[src/logic/epd_pixel_pkg.sv]
// E-paper pixel definitions
// VRAM state word layout, pixel mode codes, fast mono frame counts,
// initial state words and panel drive codes
package epd_pixel_pkg;

    // Pixel state word from VRAM
    // 15-12 mode, 13-10 source (manual LUT), 9-4 frame counter
    // 3-2 rate cap (fast mono), 3-0 target (manual LUT)
    // Bit 0 previous colour in fast mono, 1 is white
    typedef logic [15:0] pixel_state_t;
    typedef logic [3:0]  grey_t;
    typedef logic [5:0]  frame_cnt_t;
    typedef logic [1:0]  mindrv_t;
    typedef logic [1:0]  drive_t;

    typedef enum logic {
        BASE_MANUAL_LUT,
        BASE_FAST_MONO
    } base_mode_e;

    typedef enum logic [1:0] {
        DITHER_NONE,
        DITHER_BAYER,
        DITHER_BN1
    } dither_e;

    // Manual LUT only looks at the top two mode bits
    localparam logic [1:0] MODE_MANUAL_LUT   = 2'b00;
    localparam logic [3:0] MODE_FAST_MONO_ND = 4'd8;
    localparam logic [3:0] MODE_FAST_MONO_BD = 4'd9;
    localparam logic [3:0] MODE_FAST_MONO_BN = 4'd10;

    // Full transition lengths in fast mono
    localparam frame_cnt_t FASTM_B2W_FRAMES = 6'd9;
    localparam frame_cnt_t FASTM_W2B_FRAMES = 6'd9;

    localparam grey_t GREY_BLACK = 4'h0;
    localparam grey_t GREY_WHITE = 4'hF;

    // Panel drive codes, 3 is never driven
    localparam drive_t DRIVE_NONE  = 2'd0;
    localparam drive_t DRIVE_BLACK = 2'd1;
    localparam drive_t DRIVE_WHITE = 2'd2;

    // Initial words, counters idle
    localparam pixel_state_t INIT_MANUAL_LUT   = {MODE_MANUAL_LUT, 4'h0, 6'd0, GREY_WHITE};
    localparam pixel_state_t INIT_FAST_MONO_ND = {MODE_FAST_MONO_ND, 2'b00, 6'd0, 4'b0001};
    localparam pixel_state_t INIT_FAST_MONO_BD = {MODE_FAST_MONO_BD, 2'b00, 6'd0, 4'b0001};
    localparam pixel_state_t INIT_FAST_MONO_BN = {MODE_FAST_MONO_BN, 2'b00, 6'd0, 4'b0001};

endpackage
[src/logic/epd_ctrl_pkg.sv]
// E-paper frame control definitions
// External command codes, set-mode parameters and the pipeline item structs
package epd_ctrl_pkg;
    import epd_pixel_pkg::*;

    localparam logic [7:0] OP_EXT_REDRAW  = 8'h01;
    localparam logic [7:0] OP_EXT_SETMODE = 8'h02;

    // Set-mode parameter codes, others fall back to manual LUT
    localparam logic [7:0] SETMODE_MANUAL_LUT   = 8'd0;
    localparam logic [7:0] SETMODE_FAST_MONO_ND = 8'd1;
    localparam logic [7:0] SETMODE_FAST_MONO_BD = 8'd2;
    localparam logic [7:0] SETMODE_FAST_MONO_BN = 8'd3;

    // Frame level command, carried with every pixel
    typedef struct packed {
        logic       op_valid;
        logic [7:0] op_cmd;
        logic [7:0] op_param;
        logic [7:0] op_framecnt;
    } frame_ctrl_t;

    typedef struct packed {
        pixel_state_t state;
        grey_t        p_orig;
        logic         p_bayer;
        logic         p_bn1;
        drive_t       lut_rd;
        frame_ctrl_t  ctrl;
    } pixel_in_t;

    typedef struct packed {
        pixel_state_t state;
        drive_t       drive;
    } pixel_out_t;

    // Decoded item between the two stages
    typedef struct packed {
        pixel_state_t state;
        grey_t        vin;
        drive_t       lut_rd;
        base_mode_e   base_mode;
        logic         force_clear;
        logic         set_mode_apply;
        logic [7:0]   op_param;
    } stage_item_t;

endpackage

[src/logic/pixel_pipeline.sv]
// E-paper pixel waveform pipeline
// Two stage pipeline from VRAM state, source pixels and LUT readout
// to the new state word and panel drive code
module pixel_pipeline (
    input  logic                      clk,
    input  logic                      rst,
    input  epd_pixel_pkg::frame_cnt_t csr_lutframe,
    input  epd_pixel_pkg::mindrv_t    csr_mindrv,
    input  logic                      in_valid,
    output logic                      in_ready,
    input  epd_ctrl_pkg::pixel_in_t   in_data,
    output logic                      out_valid,
    input  logic                      out_ready,
    output epd_ctrl_pkg::pixel_out_t  out_data
);
    import epd_ctrl_pkg::*;

    // Decoded item between stages
    logic        s1_valid;
    logic        s1_ready;
    stage_item_t s1_data;

    // Mode and command decode
    pixel_input_stage i_input (
        .clk      (clk),
        .rst      (rst),
        .in_valid (in_valid),
        .in_ready (in_ready),
        .in_data  (in_data),
        .s1_valid (s1_valid),
        .s1_ready (s1_ready),
        .s1_data  (s1_data)
    );

    // Next state and drive
    waveform_stage i_waveform (
        .clk          (clk),
        .rst          (rst),
        .csr_lutframe (csr_lutframe),
        .csr_mindrv   (csr_mindrv),
        .s1_valid     (s1_valid),
        .s1_ready     (s1_ready),
        .s1_data      (s1_data),
        .out_valid    (out_valid),
        .out_ready    (out_ready),
        .out_data     (out_data)
    );

endmodule

[src/logic/waveform_stage.sv]
// Pixel pipeline waveform stage
// Computes the next VRAM state word and the panel drive code for
// manual LUT and fast mono pixels, then registers the result
module waveform_stage (
    input  logic                      clk,
    input  logic                      rst,
    input  epd_pixel_pkg::frame_cnt_t csr_lutframe,
    input  epd_pixel_pkg::mindrv_t    csr_mindrv,
    input  logic                      s1_valid,
    output logic                      s1_ready,
    input  epd_ctrl_pkg::stage_item_t s1_data,
    output logic                      out_valid,
    input  logic                      out_ready,
    output epd_ctrl_pkg::pixel_out_t  out_data
);
    import epd_pixel_pkg::*;
    import epd_ctrl_pkg::*;

    pixel_state_t st;
    frame_cnt_t   cnt;
    frame_cnt_t   cnt_dec;
    frame_cnt_t   cnt_turn;
    frame_cnt_t   cnt_start;
    mindrv_t      cap;
    mindrv_t      cap_dec;
    logic         prev_white;
    logic         vin_white;
    drive_t       drive_toward;
    drive_t       drive_hold;
    pixel_state_t init_word;
    pixel_state_t next_state;
    drive_t       drive;
    pixel_out_t   result;

    // State word fields
    assign st = s1_data.state;
    assign cnt = st[9:4];
    assign cap = st[3:2];
    assign prev_white = st[0];
    assign vin_white = s1_data.vin[3];

    assign cnt_dec = cnt - 6'd1;
    // Cap counts down to zero and stays there
    assign cap_dec = (cap != 2'd0) ? (cap - 2'd1) : 2'd0;

    // Reversal mid-update only needs the frames already spent
    assign cnt_turn = vin_white ? (FASTM_B2W_FRAMES - cnt + 6'd1)
                                : (FASTM_W2B_FRAMES - cnt + 6'd1);
    assign cnt_start = vin_white ? FASTM_B2W_FRAMES : FASTM_W2B_FRAMES;

    assign drive_toward = vin_white ? DRIVE_WHITE : DRIVE_BLACK;
    assign drive_hold = prev_white ? DRIVE_WHITE : DRIVE_BLACK;

    // Initial word for set-mode
    always_comb begin
        case (s1_data.op_param)
            SETMODE_MANUAL_LUT:   init_word = INIT_MANUAL_LUT;
            SETMODE_FAST_MONO_ND: init_word = INIT_FAST_MONO_ND;
            SETMODE_FAST_MONO_BD: init_word = INIT_FAST_MONO_BD;
            SETMODE_FAST_MONO_BN: init_word = INIT_FAST_MONO_BN;
            // Bad code, back to manual LUT
            default:              init_word = INIT_MANUAL_LUT;
        endcase
    end

    always_comb begin
        next_state = st;
        drive = DRIVE_NONE;
        if (s1_data.base_mode == BASE_MANUAL_LUT) begin
            if (cnt != 6'd0) begin
                // LUT walk in progress, requests ignored
                drive = s1_data.lut_rd;
                next_state = {st[15:10], cnt_dec, st[3:0]};
            end else if (s1_data.force_clear) begin
                // Old target becomes the source
                next_state = {st[15:14], st[3:0], csr_lutframe, s1_data.vin};
            end
        end else begin
            if (cnt != 6'd0) begin
                if ((vin_white != prev_white) && (cap == 2'd0)) begin
                    // Turn around mid-update
                    drive = drive_toward;
                    next_state = {st[15:10], cnt_turn, csr_mindrv, 1'b0, vin_white};
                end else begin
                    // Keep pushing the previous colour
                    drive = drive_hold;
                    next_state = {st[15:10], cnt_dec, cap_dec, st[1:0]};
                end
            end else if (vin_white != prev_white) begin
                // Fresh update from idle
                drive = drive_toward;
                next_state = {st[15:10], cnt_start, csr_mindrv, 1'b0, vin_white};
            end
        end
        // Set-mode wins over the mode rules
        if (s1_data.set_mode_apply) begin
            next_state = init_word;
        end
    end

    assign result.state = next_state;
    assign result.drive = drive;

    // Output register
    assign s1_ready = !out_valid || out_ready;

    always_ff @(posedge clk) begin
        if (rst) begin
            out_valid <= 1'b0;
        end else if (s1_ready) begin
            out_valid <= s1_valid;
        end
    end

    always_ff @(posedge clk) begin
        if (s1_valid && s1_ready) begin
            out_data <= result;
        end
    end

    a_out_hold: assert property (@(posedge clk) disable iff (rst)
        (out_valid && !out_ready) |=> (out_valid && $stable(out_data)))
        else $error("out_data changed while stalled");

    // LUT readout passes straight through, so guard the whole path
    a_drive_code: assert property (@(posedge clk) disable iff (rst)
        out_valid |-> (out_data.drive != 2'd3))
        else $error("illegal drive code on out_data");

endmodule

[src/logic/pixel_input_stage.sv]
// Pixel pipeline input stage
// Decodes the pixel mode and the frame command, picks the target value
// and registers the decoded item behind a valid/ready handshake
module pixel_input_stage (
    input  logic                      clk,
    input  logic                      rst,
    input  logic                      in_valid,
    output logic                      in_ready,
    input  epd_ctrl_pkg::pixel_in_t   in_data,
    output logic                      s1_valid,
    input  logic                      s1_ready,
    output epd_ctrl_pkg::stage_item_t s1_data
);
    import epd_pixel_pkg::*;
    import epd_ctrl_pkg::*;

    logic [3:0]  mode;
    base_mode_e  base_mode;
    dither_e     dither;
    logic        redraw_en;
    logic        set_mode_en;
    logic        force_clear;
    logic        set_mode_apply;
    grey_t       clear_color;
    grey_t       vin;
    stage_item_t item;

    assign mode = in_data.state[15:12];

    // Mode decode
    always_comb begin
        base_mode = BASE_FAST_MONO;
        dither = DITHER_NONE;
        if (mode[3:2] == MODE_MANUAL_LUT) begin
            // Bits 13-12 belong to the source field here
            base_mode = BASE_MANUAL_LUT;
        end else begin
            case (mode)
                MODE_FAST_MONO_ND: dither = DITHER_NONE;
                MODE_FAST_MONO_BD: dither = DITHER_BAYER;
                MODE_FAST_MONO_BN: dither = DITHER_BN1;
                // Unknown code, plain fast mono
                default:           dither = DITHER_NONE;
            endcase
        end
    end

    // Frame command decode
    assign redraw_en = in_data.ctrl.op_valid && (in_data.ctrl.op_cmd == OP_EXT_REDRAW);
    assign set_mode_en = in_data.ctrl.op_valid && (in_data.ctrl.op_cmd == OP_EXT_SETMODE);
    assign force_clear = redraw_en || (set_mode_en && (in_data.ctrl.op_framecnt != 8'd0));
    assign set_mode_apply = set_mode_en && (in_data.ctrl.op_framecnt == 8'd0);

    // Clear colour, fast mono alternates with the frame counter
    always_comb begin
        if (base_mode == BASE_MANUAL_LUT) begin
            clear_color = GREY_WHITE;
        end else if ((in_data.ctrl.op_framecnt[2:1] == 2'b11) || in_data.ctrl.op_framecnt[3]) begin
            clear_color = GREY_BLACK;
        end else begin
            clear_color = GREY_WHITE;
        end
    end

    // Target value
    always_comb begin
        if (force_clear) begin
            vin = clear_color;
        end else begin
            case (dither)
                DITHER_BAYER: vin = {4{in_data.p_bayer}};
                DITHER_BN1:   vin = {4{in_data.p_bn1}};
                default:      vin = in_data.p_orig;
            endcase
        end
    end

    always_comb begin
        item.state = in_data.state;
        item.vin = vin;
        item.lut_rd = in_data.lut_rd;
        item.base_mode = base_mode;
        item.force_clear = force_clear;
        item.set_mode_apply = set_mode_apply;
        item.op_param = in_data.ctrl.op_param;
    end

    // Output register, refills as the next stage drains
    assign in_ready = !s1_valid || s1_ready;

    always_ff @(posedge clk) begin
        if (rst) begin
            s1_valid <= 1'b0;
        end else if (in_ready) begin
            s1_valid <= in_valid;
        end
    end

    always_ff @(posedge clk) begin
        if (in_valid && in_ready) begin
            s1_data <= item;
        end
    end

    // Stalled item held until the waveform stage takes it
    a_s1_hold: assert property (@(posedge clk) disable iff (rst)
        (s1_valid && !s1_ready) |=> (s1_valid && $stable(s1_data)))
        else $error("s1_data changed while stalled");

endmodule

[config.mk]
export PLATFORM = sky130hd
export DESIGN_NAME = pixel_pipeline
export DESIGN_NICKNAME = d
export VERILOG_FILES = /design/src/logic/epd_pixel_pkg.sv /design/src/logic/epd_ctrl_pkg.sv /design/src/logic/pixel_pipeline.sv /design/src/logic/waveform_stage.sv /design/src/logic/pixel_input_stage.sv
export SDC_FILE = /design/constraint.sdc
export NUM_CORES = 1
export LEC_CHECK = 0
export ABC_AREA = 0
export BUFFER_PORTS_ARGS = -buffer_cell sky130_fd_sc_hd__buf_4
export CORE_MARGIN = 5
export CORE_UTILIZATION = 56
export DETAILED_ROUTE_END_ITERATION = 8
export PLACE_DENSITY = 0.85
export SLEW_MARGIN = 10
export SYNTH_ARGS = -nofsm -noshare
export SYNTH_HDL_FRONTEND = slang
export SYNTH_HIERARCHICAL = 1
export SYNTH_SLANG_ARGS = --single-unit
[constraint.sdc]
create_clock -name clk -period 5.65 [get_ports clk]
set_input_delay 1.13 -clock clk [delete_from_list [all_inputs] [get_ports clk]]
set_output_delay 1.13 -clock clk [all_outputs]
set_load 0.01 [all_outputs]
==> results_dict.tcl <==
set metrics [dict create \
    cp-startpoint "out_ready" \
    cp_top_family "simple AND/OR/NAND/NOR gates" \
    grt_antenna_before_repair 0 \
    gp_congestion 0.894 \
    rsz0062_at_grt "no" \
    start_util 0.581 \
    p_seq_frac 0.565 \
    min_path_cells 2 \
    drv_cap 0 \
    synth-edff-count 51 \
    clk_path_buf_depth 2 \
    combPwrFrac 0.134 \
    hp-class "flip-flop to flip-flop" \
    design_area_um2 3520 \
    path_max_fanout 3 \
    ys_warn_count 6 \
    power_density_nw_per_um2 240 \
    die_height_um 80.5 \
    grt_pass1_wl_mm 9.93 \
    postSynth.asyncResetShare 0 \
    post-route-period-util 0.506 \
    layout_setup_ws_ns 2.79 \
    numPortBuffers 80 \
    endpoint "in_ready" \
    r2r_setup_slack_ns 3.15 \
    min_period_ns 2.86 \
    synth_top_area_share 0.550 \
    route.detailed.drc 0 \
    netlist_area_um2 2780 \
    pre_cts_slack_ns 2.80 \
    ctsResizeCount 0 \
    grt_max_degree 31 \
    slew_headroom 0.437 \
    cp_slowest_cell "nand2b_1" \
    cts_setup_buffers 0 \
    endpoint_kind "output port" \
    cts_tree "done" \
    clkSinkCount 53 \
    finalWirelength_mm 6.12 \
    numCtsBuffers 5 \
    cp.depth 4 \
    outcome "completed" \
    antenna_cells 0 \
    worst_slew_pin_slew_ns 0.844 \
    power.total_mw 0.845 \
    rr_startpoint "i_input/s1_data[17]$_DFFE_PP_" \
    synth_cells 227 \
    htreeDepth 2 \
    pwr-share-clk 0.301 \
    viasPerCell 5.74 \
    crit_path_start_kind "input pin" \
    ys.flop_type "edfxtp_1" \
    core_um2 4790 \
    synth_area_leaders "edfxtp_1, mux2i_1, ha_1" \
    path_class "input pin to output port" \
    hold_ws_ns 0.476 \
    grt_usage 0.200 \
    dp_hpwl_mm 4.69 \
    avgSynthCellArea_um2 12.3 \
    synth.distinct_cells 62 \
    grt.overflow.total 0 \
    p_leak_nw 1.35 \
    placed_cells 363 \
    yosysSeqAreaShare 0.565 \
    finalSetupViolations 0 \
    ios 81 \
    power.switching_mw 0.194 \
    reg2reg_depth 5 \
    die_w_um 80.5 \
    tns_ns 0 \
    initialDrtViolationCount 257 \
    r2r-end "i_waveform/out_data[11]$_SDFFCE_PP0P_" \
    fin_cells 371 \
    grt_pass1_vias 2090 \
    drive_gt1_frac 0.345 \
    clockRootBuffer "clkbuf_8" \
    cts_hold_buf 0 \
    finalMaxSlewViolations 0 \
    critical_path_required_ns 4.52 \
    max_stage_delay_ns 0.18 \
    timing.critical_path.cells "buf_4, nand2b_1, nand2b_1, buf_4" \
    first_pass_iters 4 \
    switching_share 0.229 \
    rows 25 \
    power.internal_mw 0.651 \
    die_area_um2 6480 \
    fmax_mhz 350 \
    clk_pin_slew_worst_paths_ns 0.09 \
    finalClockSkew_ns 0.00643 \
    ir_drop_uv 172 \
    area_growth_pct 26.6 \
    finalNetCount 371 \
    synth-seq-cells 53 \
    synth_nets 295 \
    ant_nets 0 \
    wl_per_cell_um 16.5 \
    clk_latency_ns 0.30 \
    critical_path_buf_inv_count 2 \
    vias 2131 \
    utilization 0.736 \
    crit_arrival_ns 1.73 \
    synth_top_area_cell "edfxtp_1" \
    placed_area_um2 3410 \
    hold_violations 0 \
]
-- how the worst min path moves through the flow --
stage               slack, ns                     startpoint                                end
global placement         0.44  i_input/s1_valid$_SDFFE_PP0N_  i_waveform/out_valid$_SDFFE_PP0N_
global route             0.52  i_input/s1_valid$_SDFFE_PP0N_  i_waveform/out_valid$_SDFFE_PP0N_
detailed placement       0.47  i_input/s1_valid$_SDFFE_PP0N_  i_waveform/out_valid$_SDFFE_PP0N_
finish                   0.48  i_input/s1_valid$_SDFFE_PP0N_  i_waveform/out_valid$_SDFFE_PP0N_
CTS                      0.47  i_input/s1_valid$_SDFFE_PP0N_  i_waveform/out_valid$_SDFFE_PP0N_
floorplan                0.43  i_input/s1_valid$_SDFFE_PP0N_  i_waveform/out_valid$_SDFFE_PP0N_
-- area by class of cell --
cell class / count / area [um2]
repair buffers: 81 / 608
multi-input cells: 152 / 1110
clock buffers: 5 / 68.8
fillers: 333 / 1260
flip-flops and latches: 53 / 1570
clock inverters: 3 / 43.8
inverters: 10 / 37.5
well taps: 67 / 83.8
-- layout by cell type, fill, tap and decap left out, types with 4 or more instances in the layout --
| master | n |
|---|---|
| a211oi_1 | 5 |
| nand2b_1 | 5 |
| inv_1 | 10 |
| o21ai_0 | 6 |
| mux2i_1 | 9 |
| a21oi_1 | 13 |
| o211ai_1 | 4 |
| nor3_1 | 6 |
| ha_1 | 7 |
| nor4_1 | 4 |
| nand2_1 | 16 |
| buf_4 | 81 |
| edfxtp_1 | 51 |
| nor2_1 | 10 |
| a311oi_1 | 4 |
| nand3_1 | 7 |
| clkbuf_8 | 5 |
-- cell families after synthesis --
| kind of cell | after synthesis | synth area share |
|---|---|---|
| AND/OR/NAND/NOR | 75 | 0.170 |
| AO/OA/AOI/OAI | 58 | 0.154 |
| flip-flops | 53 | 0.565 |
| buffers and inverters | 22 | 0.0364 |
| multiplexers | 10 | 0.0364 |
| adder cells (fa/ha/maj) | 7 | 0.0315 |
| XOR/XNOR | 2 | 0.00630 |
-- flip-flops by register name (all words and copies together), names as in the netlist --
register,cells
i_waveform/out_data,18
i_input/s1_valid,1
i_waveform/out_valid,1
i_input/s1_data,33
-- synth_stat cells, drive strengths merged (2+ instances only) --
master and n:
nand2b 5, nand2 17, nor2b 3, a311oi 4, a21o 3, a21oi 13, nand3 7, nand3b 3
a211oi 5, or3b 2, clkbuf 7, nor2 10, mux2i 9, nor4b 4, o31ai 3, o21a 3
nor4 4, nor3 9, o21ai 6, nor3b 2, a31oi 2, buf 5, edfxtp 51, inv 10
or3 2, o211ai 4, dfxtp 2, ha 7, and2 2
-- worst reg2reg max path: stages (launching register included) --
cell,delay (ns)
edfxtp_1,0.50
ha_1,0.50
nor3_2,0.46
a21oi_1,0.11
a2111o_1,0.36
a311oi_1,0.36
-- metal layers --
layer,vias to the layer above,GRT usage,part of all wire
li1,1032,-,-
met5,-,0,0
met1,995,0.264,0.42
met3,9,0.0415,0.071
met2,95,0.329,0.50
met4,0,0.0676,0.015
-- power groups by stage --
stage	logic, mW	registers, mW	clock network, mW
2_1_floorplan	0.0615	0.478	0
3_3_place_gp	0.110	0.485	0
3_5_place_dp	0.113	0.486	0
4_1_cts	0.114	0.477	0.262
5_1_grt	0.125	0.480	0.280
6_report	0.114	0.477	0.254
No activity file was read; power rests on OpenSTA's default activity.
